File: config.mk
export PLATFORM = sky130hd
export DESIGN_NAME = dmaController
export DESIGN_NICKNAME = d
export VERILOG_FILES = /design/src/verilog/dmaPkg.sv /design/src/verilog/dmaController.sv /design/src/verilog/dmaBusArbiter.sv /design/src/verilog/dmaChannel.sv /design/src/verilog/dmaAddressPath.sv /design/src/verilog/dmaSequencer.sv
export SDC_FILE = /design/constraint.sdc
export NUM_CORES = 1
export LEC_CHECK = 0
export ABC_CLOCK_PERIOD_IN_PS = 6000
export BUFFER_PORTS_ARGS = -buffer_cell sky130_fd_sc_hd__buf_2
export CAP_MARGIN = 20
export CORE_MARGIN = 2
export CORE_UTILIZATION = 64
export DETAILED_ROUTE_END_ITERATION = 6
export PLACE_DENSITY = 0.88
export SETUP_SLACK_MARGIN = 0.1
export SYNTH_ARGS = -nofsm -noshare
export SYNTH_HDL_FRONTEND = slang
export SYNTH_SLANG_ARGS = --single-unit
File: constraint.sdc
create_clock -name clk -period 6 [get_ports clk]
set_input_delay 0.9 -clock clk [delete_from_list [all_inputs] [get_ports clk]]
set_output_delay 0.9 -clock clk [all_outputs]
set_load 0.005 [all_outputs]
File: src/verilog/dmaPkg.sv
package dmaPkg;

  localparam int numChannels = 4;
  localparam int addrWidth   = 28;
  localparam int countWidth  = 14;

  // screen positions that fire the blank triggers
  localparam int hblankCol  = 240;
  localparam int vblankLine = 160;

  typedef logic [addrWidth-1:0]  dmaAddr_t;   // byte address
  typedef logic [31:0]           dmaWord_t;
  typedef logic [countWidth-1:0] unitCount_t;
  typedef logic [7:0]            screenPos_t; // hcount or vcount

  typedef enum logic [1:0] {
    stepInc       = 2'd0,
    stepDec       = 2'd1,
    stepFixed     = 2'd2,
    stepIncReload = 2'd3  // destination only, reloads on repeat
  } stepMode_t;

  typedef enum logic [1:0] {
    startNow     = 2'd0,
    startVblank  = 2'd1,
    startHblank  = 2'd2,
    startSpecial = 2'd3   // never starts a channel
  } startMode_t;

  // encoding is what memory sees on the size lines
  typedef enum logic [1:0] {
    sizeHalf = 2'b01,
    sizeWord = 2'b10
  } xferSize_t;

  typedef struct packed {
    logic       enable;
    logic       irqEnable;
    logic       repeatEn;
    logic       wordUnits;
    startMode_t startMode;
    stepMode_t  srcStep;
    stepMode_t  dstStep;
    unitCount_t wordCount;
    dmaAddr_t   srcAddr;
    dmaAddr_t   dstAddr;
  } dmaCfg_t;

  typedef struct packed {
    dmaAddr_t  addr;
    dmaWord_t  wdata;
    xferSize_t size;
    logic      wen;
  } busReq_t;

  typedef enum logic [2:0] {
    stOff,
    stIdle,
    stQueued,
    stRead,
    stWrite,
    stPreempted
  } seqState_t;

endpackage
File: src/verilog/dmaController.sv
`timescale 1ns/1ns

module dmaController (
  input  logic                           clk,
  input  logic                           rst_b,
  input  dmaPkg::dmaCfg_t                cfg [dmaPkg::numChannels],
  input  dmaPkg::screenPos_t             hcount,
  input  dmaPkg::screenPos_t             vcount,
  input  logic                           memWait,
  input  dmaPkg::dmaWord_t               rdata,
  output dmaPkg::busReq_t                bus,
  output logic                           busActive,
  output logic [dmaPkg::numChannels-1:0] irq,
  output logic [dmaPkg::numChannels-1:0] done,
  output logic [dmaPkg::numChannels-1:0] active
);

  dmaPkg::busReq_t                chanReq [dmaPkg::numChannels];
  logic [dmaPkg::numChannels-1:0] midUnit;
  logic [dmaPkg::numChannels-1:0] preempted;
  logic                           allowedToBegin;

  for (genvar i = 0; i < dmaPkg::numChannels; i++) begin : gChannel
    dmaChannel uChannel (
      .clk, .rst_b,
      .cfg            (cfg[i]),
      .hcount, .vcount, .memWait,
      .preempted      (preempted[i]),
      .allowedToBegin,
      .rdata,
      .req            (chanReq[i]),
      .active         (active[i]),
      .midUnit        (midUnit[i]),
      .irq            (irq[i]),
      .done           (done[i])
    );
  end

  dmaBusArbiter uArbiter (
    .req (chanReq),
    .active, .midUnit, .preempted, .allowedToBegin, .bus, .busActive
  );

endmodule

File: src/verilog/dmaBusArbiter.sv
`timescale 1ns/1ns

module dmaBusArbiter (
  input  dmaPkg::busReq_t                 req [dmaPkg::numChannels],
  input  logic [dmaPkg::numChannels-1:0] active,
  input  logic [dmaPkg::numChannels-1:0] midUnit,
  output logic [dmaPkg::numChannels-1:0] preempted,
  output logic                           allowedToBegin,
  output dmaPkg::busReq_t                 bus,
  output logic                           busActive
);

  logic [dmaPkg::numChannels-1:0] lowerActive; // running OR from channel 0 up

  // channel 0 is never preempted
  always_comb begin
    lowerActive[0] = active[0];
    preempted[0]   = 1'b0;
    for (int i = 1; i < dmaPkg::numChannels; i++) begin
      preempted[i]   = lowerActive[i-1];
      lowerActive[i] = lowerActive[i-1] | active[i];
    end
  end

  assign allowedToBegin = ~|midUnit;
  assign busActive      = lowerActive[dmaPkg::numChannels-1];

  // walk down so the lowest active channel is the last one written
  always_comb begin
    bus = '0;
    for (int i = dmaPkg::numChannels - 1; i >= 0; i--) begin
      if (active[i]) bus = req[i];
    end
  end

  // only one channel may sit between its read and its write
  always_comb begin
    midUnitOwner: assert final ($onehot0(midUnit))
      else $error("more than one channel inside a unit: %b", midUnit);
  end

endmodule

File: src/verilog/dmaChannel.sv
`timescale 1ns/1ns

module dmaChannel (
  input  logic               clk,
  input  logic               rst_b,
  input  dmaPkg::dmaCfg_t    cfg,
  input  dmaPkg::screenPos_t hcount,
  input  dmaPkg::screenPos_t vcount,
  input  logic               memWait,
  input  logic               preempted,
  input  logic               allowedToBegin,
  input  dmaPkg::dmaWord_t   rdata,
  output dmaPkg::busReq_t    req,
  output logic               active,
  output logic               midUnit,
  output logic               irq,
  output logic               done
);

  logic blankHit;
  logic blankHitQ;
  logic start;
  logic restart;
  logic loadRegs;
  logic stepSrc;
  logic stepDst;
  logic storeRData;
  logic writePhase;
  logic xferDone;

  always_comb begin
    case (cfg.startMode)
      dmaPkg::startVblank: blankHit = (vcount == dmaPkg::screenPos_t'(dmaPkg::vblankLine));
      dmaPkg::startHblank: blankHit = (hcount == dmaPkg::screenPos_t'(dmaPkg::hblankCol));
      default:             blankHit = 1'b0;
    endcase
  end

  // one trigger per blank, however long the position is held
  always_ff @(posedge clk or negedge rst_b) begin
    if (!rst_b) blankHitQ <= 1'b0;
    else        blankHitQ <= blankHit;
  end

  assign start = (cfg.startMode == dmaPkg::startNow) || (blankHit && !blankHitQ);

  // begin cycle with a finished count is a repeat pass
  assign restart = active && !midUnit && xferDone;

  dmaSequencer uSequencer (
    .clk, .rst_b, .cfg, .start, .memWait, .preempted, .allowedToBegin, .xferDone,
    .loadRegs, .stepSrc, .stepDst, .storeRData, .writePhase,
    .active, .midUnit, .irq, .done
  );

  dmaAddressPath uAddressPath (
    .clk, .rst_b, .cfg, .loadRegs, .restart, .stepSrc, .stepDst, .storeRData,
    .writePhase, .rdata, .req, .xferDone
  );

endmodule

File: src/verilog/dmaAddressPath.sv
`timescale 1ns/1ns

module dmaAddressPath (
  input  logic             clk,
  input  logic             rst_b,
  input  dmaPkg::dmaCfg_t  cfg,
  input  logic             loadRegs,
  input  logic             restart,
  input  logic             stepSrc,
  input  logic             stepDst,
  input  logic             storeRData,
  input  logic             writePhase,
  input  dmaPkg::dmaWord_t rdata,
  output dmaPkg::busReq_t  req,
  output logic             xferDone
);

  dmaPkg::dmaAddr_t   srcAddr;
  dmaPkg::dmaAddr_t   dstAddr;
  dmaPkg::dmaAddr_t   unitBytes;
  dmaPkg::unitCount_t units;
  dmaPkg::dmaWord_t   dataReg;
  dmaPkg::dmaWord_t   laneData;

  function automatic dmaPkg::dmaAddr_t stepAddr(input dmaPkg::dmaAddr_t addr,
                                                input dmaPkg::stepMode_t mode,
                                                input dmaPkg::dmaAddr_t delta);
    case (mode)
      dmaPkg::stepDec:   return addr - delta;
      dmaPkg::stepFixed: return addr;
      default:           return addr + delta; // inc and inc with reload
    endcase
  endfunction

  assign unitBytes = cfg.wordUnits ? dmaPkg::dmaAddr_t'(4) : dmaPkg::dmaAddr_t'(2);

  always_ff @(posedge clk) begin
    if (loadRegs) begin
      srcAddr <= cfg.srcAddr;
    end else if (stepSrc) begin
      srcAddr <= stepAddr(srcAddr, cfg.srcStep, unitBytes);
    end
  end

  always_ff @(posedge clk) begin
    if (loadRegs) begin
      dstAddr <= cfg.dstAddr;
    end else if (restart && cfg.dstStep == dmaPkg::stepIncReload) begin
      dstAddr <= cfg.dstAddr;  // repeat pass writes the same block again
    end else if (stepDst) begin
      dstAddr <= stepAddr(dstAddr, cfg.dstStep, unitBytes);
    end
  end

  // counts completed reads
  always_ff @(posedge clk or negedge rst_b) begin
    if (!rst_b) begin
      units <= '0;
    end else if (loadRegs || restart) begin
      units <= '0;
    end else if (stepSrc) begin
      units <= units + dmaPkg::unitCount_t'(1);
    end
  end

  assign xferDone = (units == cfg.wordCount);

  always_ff @(posedge clk) begin
    if (storeRData) dataReg <= rdata;
  end

  // a halfword bound for the upper lane moves to bits 31:16
  always_comb begin
    laneData = dataReg;
    if (!cfg.wordUnits && dstAddr[1]) begin
      laneData[31:16] = dataReg[15:0];
    end
  end

  always_comb begin
    req.addr  = writePhase ? dstAddr : srcAddr;
    req.wdata = writePhase ? laneData : '0;
    req.size  = cfg.wordUnits ? dmaPkg::sizeWord : dmaPkg::sizeHalf;
    req.wen   = writePhase;
  end

  countNonZero: assert property (@(posedge clk) disable iff (!rst_b)
    loadRegs |-> (cfg.wordCount != '0))
    else $error("channel enabled with a zero unit count");

endmodule

File: src/verilog/dmaSequencer.sv
`timescale 1ns/1ns

module dmaSequencer (
  input  logic            clk,
  input  logic            rst_b,
  input  dmaPkg::dmaCfg_t cfg,
  input  logic            start,
  input  logic            memWait,
  input  logic            preempted,
  input  logic            allowedToBegin,
  input  logic            xferDone,
  output logic            loadRegs,
  output logic            stepSrc,
  output logic            stepDst,
  output logic            storeRData,
  output logic            writePhase,
  output logic            active,
  output logic            midUnit,
  output logic            irq,
  output logic            done
);

  dmaPkg::seqState_t state;
  dmaPkg::seqState_t nextState;
  logic canBegin;
  logic beginXfer;
  logic readDone;
  logic writeDone;
  logic lastWrite;

  // a channel only takes the bus when nobody is inside a unit
  assign canBegin = cfg.enable && !preempted && !memWait && allowedToBegin;

  assign readDone  = (state == dmaPkg::stRead) && !memWait;
  assign writeDone = (state == dmaPkg::stWrite) && !memWait;
  assign lastWrite = writeDone && xferDone;

  always_ff @(posedge clk or negedge rst_b) begin
    if (!rst_b) begin
      state <= dmaPkg::stOff;
    end else begin
      state <= nextState;
    end
  end

  always_comb begin
    nextState = state;
    loadRegs  = 1'b0;
    beginXfer = 1'b0;
    case (state)
      dmaPkg::stOff: begin
        if (cfg.enable) begin
          loadRegs  = 1'b1;
          nextState = dmaPkg::stIdle;
        end
      end
      dmaPkg::stIdle: begin
        if (!cfg.enable) begin
          nextState = dmaPkg::stOff;
        end else if (start) begin
          if (canBegin) begin
            beginXfer = 1'b1;
            nextState = dmaPkg::stRead;
          end else begin
            nextState = dmaPkg::stQueued; // hold the trigger until the bus frees up
          end
        end
      end
      dmaPkg::stQueued, dmaPkg::stPreempted: begin
        if (!cfg.enable) begin
          nextState = dmaPkg::stOff;
        end else if (canBegin) begin
          beginXfer = 1'b1;
          nextState = dmaPkg::stRead;
        end
      end
      dmaPkg::stRead: begin
        if (!memWait) nextState = dmaPkg::stWrite;
      end
      dmaPkg::stWrite: begin
        if (!memWait) begin
          if (xferDone) begin
            nextState = cfg.repeatEn ? dmaPkg::stIdle : dmaPkg::stOff;
          end else if (!cfg.enable) begin
            nextState = dmaPkg::stOff;
          end else if (preempted) begin
            nextState = dmaPkg::stPreempted; // yield between units
          end else begin
            nextState = dmaPkg::stRead;
          end
        end
      end
      default: nextState = dmaPkg::stOff;
    endcase
  end

  assign stepSrc    = readDone;
  assign storeRData = readDone;
  assign stepDst    = writeDone && !xferDone;
  assign writePhase = (state == dmaPkg::stWrite);

  // midUnit covers every real bus cycle, active adds the begin cycle
  assign midUnit = (state == dmaPkg::stRead) || (state == dmaPkg::stWrite);
  assign active  = beginXfer || midUnit;

  assign irq  = lastWrite && cfg.irqEnable;
  assign done = lastWrite && !cfg.repeatEn;

  stepExclusive: assert property (@(posedge clk) disable iff (!rst_b)
    !(stepSrc && stepDst))
    else $error("source and destination stepped in one cycle");

endmodule

==> results.toml, run 1 <==
[sta]
maxSlewViolCount = 0
fin_skew_ns = 0.0379
tightest_slew_ns = 1.15
rsz0062_at_grt = "false"
setup-tns-final_ns = 0
max_freq_ghz = 0.191
finalCritPeriodShare_pct = 87.3
hold_violations = 0
finalCriticalPeriod_ns = 5.24
maxSlewHeadroom_pct = 23.5
setup_viol = 0

[global_routing]
track_usage_pct = 41.9
antenna_found_initial = 18
grt_max_degree = 73
grt_pass1_vias = 28100
grt_pass1_wl_mm = 162
overflow = 0

[cells_and_area]
finalNetCount = 4393
drive_gt1_share_pct = 17.8
stdcell_area_um2 = 36200
area_growth_pct = 14.7

[power]
p_total_w = 0.0174
peakVddDrop_v = 0.000317
p_leak_nw = 15.5
p_per_area_nw_per_um2 = 479

[route]
ant_nets = 0
drt-total-wl_mm = 109
drt-initial-drc-count = 3988
first_pass_iters = 7
wl_per_cell_um = 24.3
via_per_inst = 6.56
via_count = 29500
drc = 0

[placement]
dp_hpwl_mm = 80.6
io_buffers = 446
place.gp.congestion = 1.06
placed_area_um2 = 34400

[critical_path]
path_class = "primary input to primary output"
cp-startpoint = "hcount[6]"
worstPathArrival_ns = 4.34
crit_fanout = 13
worst_setup_path_end_kind = "primary output"
worstPathRequired_ns = 5.10
start_kind = "primary input"
worstReg2RegStart = "gChannel[0].uChannel.uSequencer.state[0]"

[logic_synthesis]
synth_top_area_share_pct = 33.5
synth_cell_types = 90
ys_warn_count = 0
synthCells = 3389
ys_seq_elements = 424
ys_seq_area_share_pct = 39.2
synth_commonest_cells = "nand2_1, edfxtp_1, a21oi_1"
synth.area.top_cells = "edfxtp_1, ha_1, dfrtp_1, nand2_1, a21oi_1"
syn_area_um2 = 31600
synth.net_count = 3996
postSynthAreaPerCell_um2 = 9.32
synth_edf_count = 352
synthArstFlopShare_pct = 17.0
ys.flop_type = "edfxtp_1"
synth.largest_area_cell = "edfxtp_1"
yosysMostFrequentCell = "nand2_1"

[clock_tree]
clockBufferDepth = 3
cts_tree = "yes"
insertion_delay_ns = 0.64
cts_sinks = 424
cts_setup_buffers = 0
cts-root-buf = "clkbuf_16"
cts-hold-fix-buffers = 0
clk_pin_slew_ns = 0.07
cts_buffers = 48
post_cts_resized = 0
htreeDepth = 2

[flow_run]
drv_cap = 0

[die]
placeableCoreArea_um2 = 48800
die_x_um = 226
start_util_pct = 64.7
die_area_um2 = 51100
num_rows = 81
die_height_um = 226
io_pins = 447

[run_status]
status = "completed"

[min_path]
hold_class = "primary input to asynchronous set/reset pin"
-- placed cells by master, fill, tap and decap left out, drive strengths merged, types with 36 or more instances in the layout --
cell,Yosys,layout
xor2,161,161
edfxtp,352,352
clkbuf,100,55
o21a,41,41
nand3,84,84
mux2,40,40
nand2b,53,53
o21ai,288,288
inv,91,94
buf,50,497
nor2,232,232
nor2b,36,36
nor3,42,42
o31ai,41,41
ha,236,236
a21oi,289,289
mux2i,102,102
a31oi,37,37
dfrtp,72,72
nand2,437,437
a21o,96,96
xnor2,134,134
-- stage by stage --
stage	std cells	worst slack, ns	util (%)	hold WS, ns
after floorplan	3389	1.18	-	0.523
after global placement	4399	0.966	70.5	0.547
after detailed placement	4399	0.949	70.5	0.566
after CTS	4489	0.885	74.1	0.456
after global routing	4500	0.541	74.2	0.477
final	4501	0.763	74.2	0.423
-- power breakdown --
part	leakage (nW)	switching, W	internal (W)	total [W]
Combinational	10.4	0.00546	0.00337	0.00883
Sequential	4.24	0.000684	0.00451	0.00519
Clock	0.851	0.00139	0.00193	0.00333
Total	15.5	0.00754	0.00981	0.0174
-- metal layers --
layer | vias to the layer above | track usage (%) | routed length [um]
met5 | - | 0 | 99
met4 | 14 | 30.1 | 9060
li1 | 13300 | - | -
met1 | 13700 | 52.1 | 39000
met3 | 453 | 11.7 | 14200
met2 | 2067 | 62.8 | 46900
-- critical path, cell delays in order --
cell	delay [ns]
buf_2	0.12
and4_1	0.27
nand3_1	0.12
a21boi_0	0.11
nor2b_1	0.19
o41ai_1	0.81
o21a_2	0.37
nand3_1	0.66
buf_4	0.41
o21ai_0	0.17
buf_2	0.18
-- final timing paths --
path / cells past startpoint / endpoint / slack (ns)
worst min-delay path: 1 / gChannel[3].uChannel.uAddressPath.units[1] / 0.42
max in group asynchronous: 1 / gChannel[1].uChannel.uAddressPath.units[6] / 4.93
worst max register to register: 11 / gChannel[2].uChannel.uAddressPath.dstAddr[10] / 2.25
worst max-delay path: 11 / bus[29] / 0.76
worst min register to register: 2 / gChannel[2].uChannel.uAddressPath.units[9] / 0.58
min in group clk: 1 / gChannel[2].uChannel.uAddressPath.dataReg[21] / 0.48
-- sequential cells by signal, summed over array words and instances (netlist names) --
name,count
gChannel.uChannel.uAddressPath.srcAddr,112
gChannel.uChannel.uAddressPath.dataReg,128
gChannel.uChannel.uSequencer.state,12
gChannel.uChannel.uAddressPath.dstAddr,112
gChannel.uChannel.uAddressPath.units,56
gChannel.uChannel.blankHitQ,4
-- cells by family after synthesis --
| family | synth area share, % |
|---|---|
| muxes | 4.66 |
| AOI/OAI and AO/OA | 19.8 |
| xor gates and xnor gates | 8.18 |
| DFF | 39.2 |
| buffers and inverters | 3.29 |
| adders and majority gates | 9.35 |
| and+or+nand+nor | 15.5 |
-- final cells by class --
| class | instances | area (um^2) |
|---|---|---|
| antenna | 11 | 27.5 |
| multi-input combinational | 2723 | 18300 |
| tap | 664 | 831 |
| clock inverter | 35 | 487 |
| fill | 3522 | 12600 |
| clock buffer | 55 | 1270 |
| timing repair buffer | 497 | 2650 |
| inverter | 92 | 345 |
| sequential | 424 | 12400 |
Note: power is estimated with default switching activity, not from simulation.
==> run 2, diff against run 1 <==
--- a/config.mk
+++ b/config.mk
@@ -9,9 +9,10 @@
 export BUFFER_PORTS_ARGS = -buffer_cell sky130_fd_sc_hd__buf_2
 export CAP_MARGIN = 20
 export CORE_MARGIN = 2
-export CORE_UTILIZATION = 64
+export CORE_UTILIZATION = 65
+export CTS_BUF_LIST = sky130_fd_sc_hd__clkbuf_4 sky130_fd_sc_hd__clkbuf_8
 export DETAILED_ROUTE_END_ITERATION = 6
-export PLACE_DENSITY = 0.88
+export PLACE_DENSITY = 0.89
 export SETUP_SLACK_MARGIN = 0.1
 export SYNTH_ARGS = -nofsm -noshare
 export SYNTH_HDL_FRONTEND = slang
==> results.toml, run 2 (synthesized netlist as in run 1, its figures left out) <==
[critical_path]
start_kind = "flip-flop"
crit_path_top_delay_cell = "dfrtp_1"
crit_fanout = 30
path_cells = "nor2b_1 -> a2111oi_4 -> and3_4 -> o311ai_4 -> nor2b_2 -> buf_4 -> inv_1 -> nor2_1 -> buf_4 -> a222oi_1 -> nand2_1 -> buf_2"
reg2reg_to = "gChannel[2].uChannel.uAddressPath.dstAddr[20]"
worstPathRequired_ns = 5.10
worstReg2RegStart = "gChannel[0].uChannel.uSequencer.state[0]"
cpMostUsedCell = "buf_4"
worst_setup_path_end_kind = "primary output"
path_class = "flip-flop to primary output"
worstPathArrival_ns = 4.38
critPathMaxStageDelay_ns = 0.50
reg2reg_depth = 12
rrSetupSlack_ns = 1.85

[die]
start_util_pct = 66.0
placeableCoreArea_um2 = 47800
die_height_um = 224
die_area_um2 = 50400
num_rows = 80
die_x_um = 224
io_pins = 447

[route]
drt-total-wl_mm = 111
drc = 6
ant_nets = 0
first_pass_iters = 7
via_per_inst = 6.60
drt-initial-drc-count = 3818
wl_per_cell_um = 24.7
via_count = 29700

[placement]
place.gp.congestion = 1.05
dpl.cell_count = 4353
placed_area_um2 = 34400
dp_hpwl_mm = 82.0
io_buffers = 446

[global_routing]
overflow = 0
grt_pass1_vias = 27900
antenna_found_initial = 12
grt_max_degree = 73
grt_pass1_wl_mm = 163
track_usage_pct = 43.0

[sta]
hold_violations = 0
tightest_slew_ns = 1.04
fin_skew_ns = 0.0627
max_freq_ghz = 0.190
finalCriticalPeriod_ns = 5.28
setup_viol = 0
finalCritPeriodShare_pct = 87.9
rsz0062_at_grt = "false"
maxSlewViolCount = 0
maxSlewHeadroom_pct = 30.8
setup-tns-final_ns = 0

[min_path]
hold_class = "primary input to asynchronous set/reset pin"

[cells_and_area]
drive_gt1_share_pct = 18.8
layout_common_cells = "buf_2, nand2_1, edfxtp_1"
top_regs = "gChannel.uChannel.uAddressPath.dataReg: 128 flops, gChannel.uChannel.uAddressPath.dstAddr: 112 flops, gChannel.uChannel.uAddressPath.srcAddr: 112 flops"
largest_reg_flops = 128
finalNetCount = 4423
area_growth_pct = 14.0
largest_register = "gChannel.uChannel.uAddressPath.dataReg"
stdcell_area_um2 = 36000
final_common_cell = "buf_2"
final_cells = 4503
ff_latch_area_um2 = 12400
multi_input_area_um2 = 18300
fillers = 3396

[clock_tree]
cts_buffers = 75
clk_pin_slew_ns = 0.06
cts-root-buf = "clkbuf_8"
cts-hold-fix-buffers = 0
post_cts_resized = 0
cts_tree = "yes"
cts_setup_buffers = 0
htreeDepth = 3
clockBufferDepth = 3
cts_sinks = 424
insertion_delay_ns = 0.74

[run_status]
status = "finished, violations left"
violations = "design-rule violations"

[flow_run]
drv_cap = 0

[power]
p_leak_nw = 15.5
peakVddDrop_v = 0.000314
p_per_area_nw_per_um2 = 470
run 2: worst max path at each step:
stage / slack [ns] / depth (start not counted) / to / from
2_1_floorplan: 1.18 / 13 / gChannel[2].uChannel.uAddressPath.srcAddr[26] / cfg[152]
3_3_place_gp: 1.05 / 14 / bus[36] / vcount[0]
3_5_place_dp: 0.99 / 14 / bus[4] / vcount[0]
4_1_cts: 0.78 / 12 / bus[4] / gChannel[0].uChannel.uSequencer.state[0]
5_1_grt: 0.48 / 12 / bus[4] / gChannel[0].uChannel.uSequencer.state[0]
6_report: 0.72 / 12 / bus[4] / gChannel[0].uChannel.uSequencer.state[0]
run 2: worst max-delay path: cells and delay by family, from the launching register on:
family	cells	cell delay, ns
buffers and inverters	4	1.11
AND/OR/NAND/NOR	5	1.03
AO/OA/AOI/OAI	3	0.98
flip-flops	1	0.50
run 2: layout make-up:
class                   count  share of cell area [%]
multi-input cells        2723                    50.7
flip-flops and latches    424                    34.3
repair buffers            500                    7.46
clock buffers             109                    3.68
well taps                 615                    2.14
inverters                  92                   0.959
clock inverters            29                   0.674
diodes                     11                  0.0764
run 2: power breakdown:
part | leakage (nW) | total, W | switching [W] | internal (W)
Sequential | 4.24 | 0.00521 | 0.000696 | 0.00451
Clock | 0.837 | 0.00290 | 0.00139 | 0.00150
Combinational | 10.4 | 0.00882 | 0.00543 | 0.00339
run 2: metrics by stage:
step / hold slack, ns / setup slack [ns] / power (W) / util [%]
global route: 0.374 / 0.480 / 0.0178 / 75.3
detailed placement: 0.553 / 0.991 / 0.0137 / 71.9
global placement: 0.555 / 1.05 / 0.0135 / 71.8
floorplan: 0.523 / 1.18 / 0.0109 / -
finish: 0.317 / 0.723 / 0.0169 / 75.3
CTS: 0.342 / 0.784 / 0.0166 / 75.2
run 2: per-layer routing:
| layer | global-route usage (%) | routed length (um) | vias to the layer above |
|---|---|---|---|
| met1 | 53.6 | 41000 | 13900 |
| li1 | - | - | 13400 |
| met2 | 64.6 | 48000 | 2006 |
| met4 | 29.1 | 8840 | 10 |
| met3 | 12.7 | 13400 | 446 |
| met5 | 0 | 69 | - |
